**config.mk**
```make
export PLATFORM = sky130hd
export DESIGN_NAME = rvviTraceTop
export DESIGN_NICKNAME = d
export VERILOG_FILES = /design/src/source/rvviTracePkg.sv /design/src/source/retireIf.sv /design/src/source/retireFifo.sv /design/src/source/rvfiCapture.sv /design/src/source/rvviTraceOut.sv /design/src/source/rvviTraceTop.sv
export SDC_FILE = /design/constraint.sdc
export NUM_CORES = 2
export LEC_CHECK = 0
export BUFFER_PORTS_ARGS = -buffer_cell sky130_fd_sc_hd__buf_2
export CAP_MARGIN = 20
export CORE_MARGIN = 1.5
export CORE_UTILIZATION = 55
export CTS_BUF_LIST = sky130_fd_sc_hd__clkbuf_4 sky130_fd_sc_hd__clkbuf_8
export DETAILED_ROUTE_END_ITERATION = 6
export PLACE_DENSITY = 0.77
export SYNTH_ARGS = -nofsm -noshare
export SYNTH_HDL_FRONTEND = slang
export SYNTH_SLANG_ARGS = --single-unit
```
**constraint.sdc**
```tcl
create_clock -name rvvi -period 19.56 [get_ports rvvi]
set_input_delay 2.934 -clock rvvi [delete_from_list [all_inputs] [get_ports rvvi]]
set_output_delay 2.934 -clock rvvi [all_outputs]
set_load 0.05 [all_outputs]
```
**src/source/rvviTracePkg.sv**
```systemverilog
// Shared widths, CSR and trace encodings and the retirement record, imported by every stage
package rvviTracePkg;

    //////////////////////////////////////////////////
    // Widths
    //////////////////////////////////////////////////

    // Register and data widths of the traced hart
    localparam int XLEN       = 32;
    localparam int REG_ADDR_W = 5;
    localparam int NUM_REGS   = 32;
    // Retirement order counter
    localparam int ORDER_W    = 64;
    // Core interrupt vector
    localparam int IRQ_W      = 32;

    // Monitored lines: software 3, timer 7, external 11, local 16 to 31
    localparam logic [IRQ_W-1:0] IRQ_MASK = 32'hFFFF_0888;

    //////////////////////////////////////////////////
    // Encodings
    //////////////////////////////////////////////////

    // CSR reported by one retirement
    typedef enum logic [2:0] {
        CSR_NONE,
        CSR_MSTATUS,
        CSR_MIE,
        CSR_MTVEC,
        CSR_MSCRATCH,
        CSR_MEPC,
        CSR_MCAUSE
    } csrSelE;

    // Kind of item on the trace channel
    typedef enum logic {
        TRACE_RETIRE,
        TRACE_NET
    } traceKindE;

    // One resolved retirement, as stored in the FIFO
    typedef struct packed {
        logic [ORDER_W-1:0]  order;
        logic [XLEN-1:0]     pc;
        logic [XLEN-1:0]     insn;
        logic                trap;
        logic                intr;
        // GPR writeback, one bit per register
        logic [NUM_REGS-1:0] xWbMask;
        logic [XLEN-1:0]     rdWdata0;
        logic [XLEN-1:0]     rdWdata1;
        // Merged CSR value
        csrSelE              csrSel;
        logic [XLEN-1:0]     csrValue;
    } retireRecT;

endpackage

```
**src/source/retireIf.sv**
```systemverilog
// Retirement record channel linking the capture stage, the FIFO and the trace output stage
`timescale 1ns/1ns

interface retireIf;
    import rvviTracePkg::*;

    // Producer side, one-cycle push strobe
    logic      push;
    retireRecT pushRec;
    // FIFO status
    logic      full;
    logic      empty;
    // Consumer side, show-ahead head record
    logic      pop;
    retireRecT popRec;

    // Capture stage writes records
    modport capture (output push, output pushRec, input full);

    // FIFO sits between the two ends
    modport fifo (input push, input pushRec, input pop,
                  output full, output popRec, output empty);

    // Output stage drains records
    modport drain (output pop, input popRec, input empty);

endinterface

```
**src/source/retireFifo.sv**
```systemverilog
// Show-ahead FIFO of retirement records with full, empty and a sticky overflow flag
`timescale 1ns/1ns

module retireFifo #(
    parameter int FIFO_DEPTH = 4
) (
    input  logic    rvvi,
    input  logic    rstN_i,
    retireIf.fifo   retire,
    output logic    overflow_o
);
    import rvviTracePkg::*;

    // Depth is a power of two, pointers wrap on their own
    localparam int PTR_W = $clog2(FIFO_DEPTH);

    retireRecT        mem [FIFO_DEPTH];
    logic [PTR_W-1:0] wrPtr;
    logic [PTR_W-1:0] rdPtr;
    logic [PTR_W:0]   count;
    logic             doWrite;
    logic             doRead;

    //////////////////////////////////////////////////
    // Status and head
    //////////////////////////////////////////////////

    assign retire.full   = (count == (PTR_W + 1)'(FIFO_DEPTH));
    assign retire.empty  = (count == '0);
    assign retire.popRec = mem[rdPtr];

    // Push into a full buffer is lost
    assign doWrite = retire.push && !retire.full;
    assign doRead  = retire.pop && !retire.empty;

    //////////////////////////////////////////////////
    // Pointers, count and overflow
    //////////////////////////////////////////////////

    always_ff @(posedge rvvi) begin
        if (!rstN_i) begin
            wrPtr      <= '0;
            rdPtr      <= '0;
            count      <= '0;
            overflow_o <= 1'b0;
        end else begin
            if (doWrite) begin
                wrPtr <= wrPtr + 1'b1;
            end
            if (doRead) begin
                rdPtr <= rdPtr + 1'b1;
            end
            // Simultaneous push and pop keep the count
            if (doWrite && !doRead) begin
                count <= count + 1'b1;
            end else if (doRead && !doWrite) begin
                count <= count - 1'b1;
            end
            // Sticky until reset
            if (retire.push && retire.full) begin
                overflow_o <= 1'b1;
            end
        end
    end

    // Storage
    always_ff @(posedge rvvi) begin
        if (doWrite) begin
            mem[wrPtr] <= retire.pushRec;
        end
    end

    // Output stage must look at empty before it pops
    noPopWhileEmpty: assert property (@(posedge rvvi) disable iff (!rstN_i)
        !(retire.pop && retire.empty))
        else $error("Pop issued while the retirement FIFO is empty");

endmodule

```
**src/source/rvfiCapture.sv**
```systemverilog
// Capture stage that registers one retirement per cycle and pushes a resolved record
`timescale 1ns/1ns

module rvfiCapture (
    input  logic                                    rvvi,
    input  logic                                    rstN_i,
    // Retirement strobe and identity
    input  logic                                    retireValid_i,
    input  logic [rvviTracePkg::ORDER_W-1:0]        order_i,
    input  logic [rvviTracePkg::XLEN-1:0]           pc_i,
    input  logic [rvviTracePkg::XLEN-1:0]           insn_i,
    input  logic                                    trap_i,
    input  logic                                    intr_i,
    // Two GPR write ports
    input  logic [rvviTracePkg::REG_ADDR_W-1:0]     rdAddr0_i,
    input  logic [rvviTracePkg::REG_ADDR_W-1:0]     rdAddr1_i,
    input  logic [rvviTracePkg::XLEN-1:0]           rdWdata0_i,
    input  logic [rvviTracePkg::XLEN-1:0]           rdWdata1_i,
    // One CSR access
    input  rvviTracePkg::csrSelE                    csrSel_i,
    input  logic [rvviTracePkg::XLEN-1:0]           csrWdata_i,
    input  logic [rvviTracePkg::XLEN-1:0]           csrRdata_i,
    input  logic [rvviTracePkg::XLEN-1:0]           csrWmask_i,
    retireIf.capture                                retire
);
    import rvviTracePkg::*;

    retireRecT nextRec;

    //////////////////////////////////////////////////
    // Record resolution
    //////////////////////////////////////////////////

    always_comb begin
        nextRec       = '0;
        nextRec.order = order_i;
        nextRec.pc    = pc_i;
        nextRec.insn  = insn_i;
        nextRec.trap  = trap_i;
        nextRec.intr  = intr_i;

        // One mask bit per nonzero destination, equal addresses share a bit
        if (rdAddr0_i != '0) begin
            nextRec.xWbMask[rdAddr0_i] = 1'b1;
        end
        if (rdAddr1_i != '0) begin
            nextRec.xWbMask[rdAddr1_i] = 1'b1;
        end

        // x0 never carries data
        if (rdAddr0_i == '0) begin
            nextRec.rdWdata0 = '0;
        end else if (rdAddr0_i == rdAddr1_i) begin
            // Same register on both ports, port 1 is the later write
            nextRec.rdWdata0 = rdWdata1_i;
        end else begin
            nextRec.rdWdata0 = rdWdata0_i;
        end
        nextRec.rdWdata1 = (rdAddr1_i == '0) ? '0 : rdWdata1_i;

        // Written bits from wdata, untouched bits from rdata
        nextRec.csrSel   = csrSel_i;
        nextRec.csrValue = (csrWdata_i & csrWmask_i) | (csrRdata_i & ~csrWmask_i);
    end

    //////////////////////////////////////////////////
    // Push register
    //////////////////////////////////////////////////

    // Strobe follows retireValid_i by one edge
    always_ff @(posedge rvvi) begin
        if (!rstN_i) begin
            retire.push <= 1'b0;
        end else begin
            retire.push <= retireValid_i;
        end
    end

    // Record held until the next retirement
    always_ff @(posedge rvvi) begin
        if (retireValid_i) begin
            retire.pushRec <= nextRec;
        end
    end

    // Downstream must keep up, otherwise records are dropped in the FIFO
    noPushWhileFull: assert property (@(posedge rvvi) disable iff (!rstN_i)
        !(retire.push && retire.full))
        else $warning("Retirement pushed into a full FIFO");

endmodule

```
**src/source/rvviTraceOut.sv**
```systemverilog
// Trace output stage that arbitrates interrupt net events ahead of buffered retirements
`timescale 1ns/1ns

module rvviTraceOut (
    input  logic                                    rvvi,
    input  logic                                    rstN_i,
    input  logic [rvviTracePkg::IRQ_W-1:0]          irq_i,
    retireIf.drain                                  retire,
    // Trace channel
    output logic                                    traceValid_o,
    output rvviTracePkg::traceKindE                 traceKind_o,
    output logic [rvviTracePkg::ORDER_W-1:0]        order_o,
    output logic [rvviTracePkg::XLEN-1:0]           pc_o,
    output logic [rvviTracePkg::XLEN-1:0]           insn_o,
    output logic                                    trap_o,
    output logic                                    intr_o,
    output logic [rvviTracePkg::NUM_REGS-1:0]       xWbMask_o,
    output logic [rvviTracePkg::XLEN-1:0]           rdWdata0_o,
    output logic [rvviTracePkg::XLEN-1:0]           rdWdata1_o,
    output rvviTracePkg::csrSelE                    csrSel_o,
    output logic [rvviTracePkg::XLEN-1:0]           csrValue_o,
    output logic                                    csrChanged_o,
    output logic [rvviTracePkg::REG_ADDR_W-1:0]     netIndex_o,
    output logic                                    netLevel_o
);
    import rvviTracePkg::*;

    // Last reported level of each line
    logic [IRQ_W-1:0]      irqLevel;
    logic [IRQ_W-1:0]      irqDiff;
    logic                  netPending;
    logic [REG_ADDR_W-1:0] netIdx;
    // Shadow per kept CSR, CSR_NONE has no slot
    logic [XLEN-1:0]       csrShadow [CSR_MSTATUS:CSR_MCAUSE];
    logic                  csrNew;
    retireRecT             headRec;

    assign headRec = retire.popRec;

    //////////////////////////////////////////////////
    // Net event detection
    //////////////////////////////////////////////////

    // Unmonitored lines never raise an event
    assign irqDiff    = (irq_i ^ irqLevel) & IRQ_MASK;
    assign netPending = |irqDiff;

    // Lowest changed index wins
    always_comb begin
        netIdx = '0;
        for (int i = IRQ_W - 1; i >= 0; i--) begin
            if (irqDiff[i]) begin
                netIdx = REG_ADDR_W'(i);
            end
        end
    end

    // Retirements wait while any net event is pending
    assign retire.pop = !netPending && !retire.empty;

    // Change flag against the shadow of the selected CSR
    always_comb begin
        csrNew = 1'b0;
        if (headRec.csrSel != CSR_NONE) begin
            csrNew = (headRec.csrValue != csrShadow[headRec.csrSel]);
        end
    end

    //////////////////////////////////////////////////
    // Control state
    //////////////////////////////////////////////////

    always_ff @(posedge rvvi) begin
        if (!rstN_i) begin
            traceValid_o <= 1'b0;
            traceKind_o  <= TRACE_RETIRE;
            irqLevel     <= '0;
            for (int i = int'(CSR_MSTATUS); i <= int'(CSR_MCAUSE); i++) begin
                csrShadow[i] <= '0;
            end
        end else begin
            // At most one item per cycle
            traceValid_o <= netPending || retire.pop;
            if (netPending) begin
                traceKind_o      <= TRACE_NET;
                irqLevel[netIdx] <= irq_i[netIdx];
            end else if (retire.pop) begin
                traceKind_o <= TRACE_RETIRE;
                if (headRec.csrSel != CSR_NONE) begin
                    csrShadow[headRec.csrSel] <= headRec.csrValue;
                end
            end
        end
    end

    //////////////////////////////////////////////////
    // Trace payload
    //////////////////////////////////////////////////

    always_ff @(posedge rvvi) begin
        if (netPending) begin
            netIndex_o <= netIdx;
            netLevel_o <= irq_i[netIdx];
        end else if (retire.pop) begin
            order_o      <= headRec.order;
            pc_o         <= headRec.pc;
            insn_o       <= headRec.insn;
            trap_o       <= headRec.trap;
            intr_o       <= headRec.intr;
            xWbMask_o    <= headRec.xWbMask;
            rdWdata0_o   <= headRec.rdWdata0;
            rdWdata1_o   <= headRec.rdWdata1;
            csrSel_o     <= headRec.csrSel;
            csrValue_o   <= headRec.csrValue;
            csrChanged_o <= csrNew;
        end
    end

    // Net items only ever name a monitored line
    netIndexMonitored: assert property (@(posedge rvvi) disable iff (!rstN_i)
        (traceValid_o && traceKind_o == TRACE_NET) |-> IRQ_MASK[netIndex_o])
        else $error("Net event reported on unmonitored line %0d", netIndex_o);

endmodule

```
**src/source/rvviTraceTop.sv**
```systemverilog
// Top level of the retirement trace converter, plain ports around capture, FIFO and output
`timescale 1ns/1ns

module rvviTraceTop #(
    parameter int FIFO_DEPTH = 4
) (
    input  logic                                    rvvi,
    input  logic                                    rstN_i,
    // Retirement side
    input  logic                                    retireValid_i,
    input  logic [rvviTracePkg::ORDER_W-1:0]        order_i,
    input  logic [rvviTracePkg::XLEN-1:0]           pc_i,
    input  logic [rvviTracePkg::XLEN-1:0]           insn_i,
    input  logic                                    trap_i,
    input  logic                                    intr_i,
    input  logic [rvviTracePkg::REG_ADDR_W-1:0]     rdAddr0_i,
    input  logic [rvviTracePkg::REG_ADDR_W-1:0]     rdAddr1_i,
    input  logic [rvviTracePkg::XLEN-1:0]           rdWdata0_i,
    input  logic [rvviTracePkg::XLEN-1:0]           rdWdata1_i,
    input  rvviTracePkg::csrSelE                    csrSel_i,
    input  logic [rvviTracePkg::XLEN-1:0]           csrWdata_i,
    input  logic [rvviTracePkg::XLEN-1:0]           csrRdata_i,
    input  logic [rvviTracePkg::XLEN-1:0]           csrWmask_i,
    input  logic [rvviTracePkg::IRQ_W-1:0]          irq_i,
    // Trace side
    output logic                                    traceValid_o,
    output rvviTracePkg::traceKindE                 traceKind_o,
    output logic [rvviTracePkg::ORDER_W-1:0]        order_o,
    output logic [rvviTracePkg::XLEN-1:0]           pc_o,
    output logic [rvviTracePkg::XLEN-1:0]           insn_o,
    output logic                                    trap_o,
    output logic                                    intr_o,
    output logic [rvviTracePkg::NUM_REGS-1:0]       xWbMask_o,
    output logic [rvviTracePkg::XLEN-1:0]           rdWdata0_o,
    output logic [rvviTracePkg::XLEN-1:0]           rdWdata1_o,
    output rvviTracePkg::csrSelE                    csrSel_o,
    output logic [rvviTracePkg::XLEN-1:0]           csrValue_o,
    output logic                                    csrChanged_o,
    output logic [rvviTracePkg::REG_ADDR_W-1:0]     netIndex_o,
    output logic                                    netLevel_o,
    // Sticky lost-retirement flag
    output logic                                    overflow_o
);

    // Record channel shared by the three stages
    retireIf retireBus ();

    // Producer
    rvfiCapture capture0 (
        .rvvi          (rvvi),
        .rstN_i        (rstN_i),
        .retireValid_i (retireValid_i),
        .order_i       (order_i),
        .pc_i          (pc_i),
        .insn_i        (insn_i),
        .trap_i        (trap_i),
        .intr_i        (intr_i),
        .rdAddr0_i     (rdAddr0_i),
        .rdAddr1_i     (rdAddr1_i),
        .rdWdata0_i    (rdWdata0_i),
        .rdWdata1_i    (rdWdata1_i),
        .csrSel_i      (csrSel_i),
        .csrWdata_i    (csrWdata_i),
        .csrRdata_i    (csrRdata_i),
        .csrWmask_i    (csrWmask_i),
        .retire        (retireBus.capture)
    );

    // Buffer
    retireFifo #(
        .FIFO_DEPTH (FIFO_DEPTH)
    ) fifo0 (
        .rvvi       (rvvi),
        .rstN_i     (rstN_i),
        .retire     (retireBus.fifo),
        .overflow_o (overflow_o)
    );

    // Consumer and trace driver
    rvviTraceOut traceOut0 (
        .rvvi         (rvvi),
        .rstN_i       (rstN_i),
        .irq_i        (irq_i),
        .retire       (retireBus.drain),
        .traceValid_o (traceValid_o),
        .traceKind_o  (traceKind_o),
        .order_o      (order_o),
        .pc_o         (pc_o),
        .insn_o       (insn_o),
        .trap_o       (trap_o),
        .intr_o       (intr_o),
        .xWbMask_o    (xWbMask_o),
        .rdWdata0_o   (rdWdata0_o),
        .rdWdata1_o   (rdWdata1_o),
        .csrSel_o     (csrSel_o),
        .csrValue_o   (csrValue_o),
        .csrChanged_o (csrChanged_o),
        .netIndex_o   (netIndex_o),
        .netLevel_o   (netLevel_o)
    );

endmodule

```
==> impl_metrics.yaml <==
floorplan:
  die_width_um: 355
  die_h_um: 355
  row_count: 129
  core_region_area_um2: 123000
  die-area_um2: 126000
  start_util: 0.553
  io_pins: 609
worst_setup_path:
  cp-start-kind: "primary input"
  cp-startpoint: "irq_i[26]"
  critPathArrivalTime_ps: 7810
  critPathRequiredTime_ps: 20120
  end_kind: "register"
  cp_max_fo: 38
  crit_type: "primary input to register"
cts:
  path_clk_slew_ps: 60
  cts-resized-gates: 0
  cts_buffers: 301
  cts_hold_buffers: 0
  post_cts_buffers: 0
  cts_buffer_depth: 4
  ctsHtreeMaxLevel: 5
  cts_sinks: 1861
  cts-root-buf: "clkbuf_8"
  clk_latency_ps: 1010
  cts_tree: "built"
layout:
  finalCoreUtilization: 0.639
  finalNetCount: 4506
  fill_cells: 8189
  drive_gt1_frac: 0.328
  syn_to_final_growth_pct: 15.4
synthesis:
  synth_top_cells_by_count: "1829 x edfxtp_1, 271 x nor2_1, 228 x mux4_2, 111 x nand2_1, 104 x mux2i_1"
  synth_edf_count: 1829
  synth_area_leaders: "edfxtp_1 81%, mux4_2 7.5%, mux2i_1 1.5%, nor2_1 1.5%, mux2_2 1.2%"
  synth.distinct_cells: 86
  yosysSeqAreaShare: 0.814
  synth_top_area_cell: "edfxtp_1"
  syn_inst: 3319
  synth_seq_cells: 1861
  yosysMostFrequentCell: "edfxtp_1"
  async_reset_ff_frac: 0
  yosysWarnings: 0
  avgSynthCellArea_um2: 20.6
  synth_top_cell_area_share: 0.805
  syn-cell-area_um2: 68200
  synth-main-ff-cell: "edfxtp_1"
timing:
  relSlewSlack: 0.264
  skew_ps: 80.2
  maxSlewViolCount: 0
  finalCriticalPeriod_ps: 7250
  worst_pin_slew_ps: 1100
  setup_viol: 0
  layout_worst_path_cycle_share: 0.370
  finalHoldViolCount: 0
  setup_tns_ps: 0
  holdWs_ps: 456
  grt_setup_unrepaired: "false"
  max_freq_ghz: 0.138
drt:
  drt-total-wl_mm: 147
  avgRoutedWirePerCell_um: 24.4
  drt_iter0_drc: 3259
  vias: 34200
  routed_via_density: 5.69
  drc: 0
  first_pass_iters: 5
  antenna_left: 0
outcome:
  outcome: "complete, no violations"
place:
  gp_congestion: 0.872
  place_hpwl_mm: 87.6
  port_buffers: 604
global_route:
  grt_pass1_vias: 35000
  antenna_found_initial: 24
  grt_pass1_wl_mm: 215
  grt_max_degree: 133
  grt_overflow: 0
  globalRouteTotalUtil: 0.232
power_and_ir_drop:
  peakVddDrop_mv: 0.0947
  p_leak_nw: 26.6
  total_power_mw: 8.00
  power_density_nw_per_um2: 102
min_path:
  hp-class: "register to register"
  min_from: "capture0.retire.pushRec[143]"
job:
  cap_violations: 0
==> critical path: stages <==
cell	delay (ps)
buf_2	120
xnor2_1	310
nand2_1	100
nor4_1	780
nand3_1	600
nor2_4	220
buf_4	530
inv_1	260
nor2_4	280
nand3_2	770
nand2_1	340
buf_4	520
==> layout make-up <==
class,instances,area (um2),share of cell area
Timing Repair Buffer,654,3470,0.0441
Antenna cell,12,30.0,0.000381
Tap cell,1637,2050,0.0260
Clock buffer,404,4970,0.0631
Inverter,45,169,0.00214
Clock inverter,98,527,0.00669
Multi-Input combinational cell,1299,12000,0.152
Sequential cell,1861,55600,0.706
==> final timing paths <==
path	endpoint	slack, ps	depth (start not counted)
worst min-delay path	fifo0.mem[3][143]	460	0
worst min register to register	fifo0.mem[3][143]	460	0
worst max-delay path	traceOut0.csrShadow[2][11]	12310	12
worst max register to register	traceOut0.csrChanged_o	13710	13
==> per-stage QoR <==
stage	instance area (um2)	worst slack [ps]	instances
global placement	73200	11490	5496
CTS	78700	12480	5998
floorplan	68300	4400	3351
finish	78700	12310	6010
detailed placement	73200	11460	5496
global route	78700	11940	6007
==> sequential cells by signal, indices dropped and copies added (netlist names), 2 cells and up, named ones only <==
| signal | count |
|---|---|
| traceOut0.rdWdata1_o | 32 |
| fifo0.rdPtr | 2 |
| traceOut0.csrValue_o | 32 |
| fifo0.wrPtr | 2 |
| traceOut0.csrSel_o | 3 |
| traceOut0.pc_o | 32 |
| traceOut0.csrShadow | 256 |
| traceOut0.irqLevel | 19 |
| traceOut0.xWbMask_o | 32 |
| traceOut0.order_o | 64 |
| traceOut0.netIndex_o | 5 |
| capture0.retire.pushRec | 261 |
| fifo0.count | 3 |
| traceOut0.rdWdata0_o | 32 |
| traceOut0.insn_o | 32 |
| fifo0.mem | 1044 |
==> where the power goes <==
| part | leakage (nW) | switching (mW) | internal (mW) |
|---|---|---|---|
| logic | 6.42 | 0.189 | 0.109 |
| registers | 17.3 | 0.0605 | 4.54 |
| clock network | 2.91 | 1.41 | 1.69 |
| total | 26.6 | 1.66 | 6.34 |
==> kinds of logic (layout without fill, tap and decap cells) <==
family / count (synthesis) / in the layout / synth area share
compound gates: 254 / 254 / 0.0246
xor+xnor: 66 / 66 / 0.00847
fa+ha+maj: 6 / 6 / 0.00121
buf+inv: 191 / 1201 / 0.0130
flops: 1861 / 1861 / 0.814
mux: 405 / 405 / 0.103
other cells: 1 / 45 / 0.0000550
simple gates: 535 / 535 / 0.0356
==> layout by cell type (no fill, tap or decap), drive strengths merged, types with 9 or more instances in the layout <==
cell,n
inv,47
nand2,113
mux4,228
nor4,9
dfxtp,32
mux2i,104
clkinv,87
nor2,272
edfxtp,1829
o22ai,78
a21oi,30
a31oi,9
o221ai,15
conb,33
mux2,73
xor2,24
nand3,21
o21ai,60
xnor2,42
nor3,28
and2,41
buf,654
diode,12
clkbuf,404
==> metal layers <==
metal,up-vias,global-route usage,share of wire
met2,1591,0.379,0.50
met5,-,0,0.00059
met1,17400,0.297,0.37
met4,14,0.0779,0.026
li1,15000,-,-
met3,259,0.0716,0.095
Power figures use the tool's default switching activity.
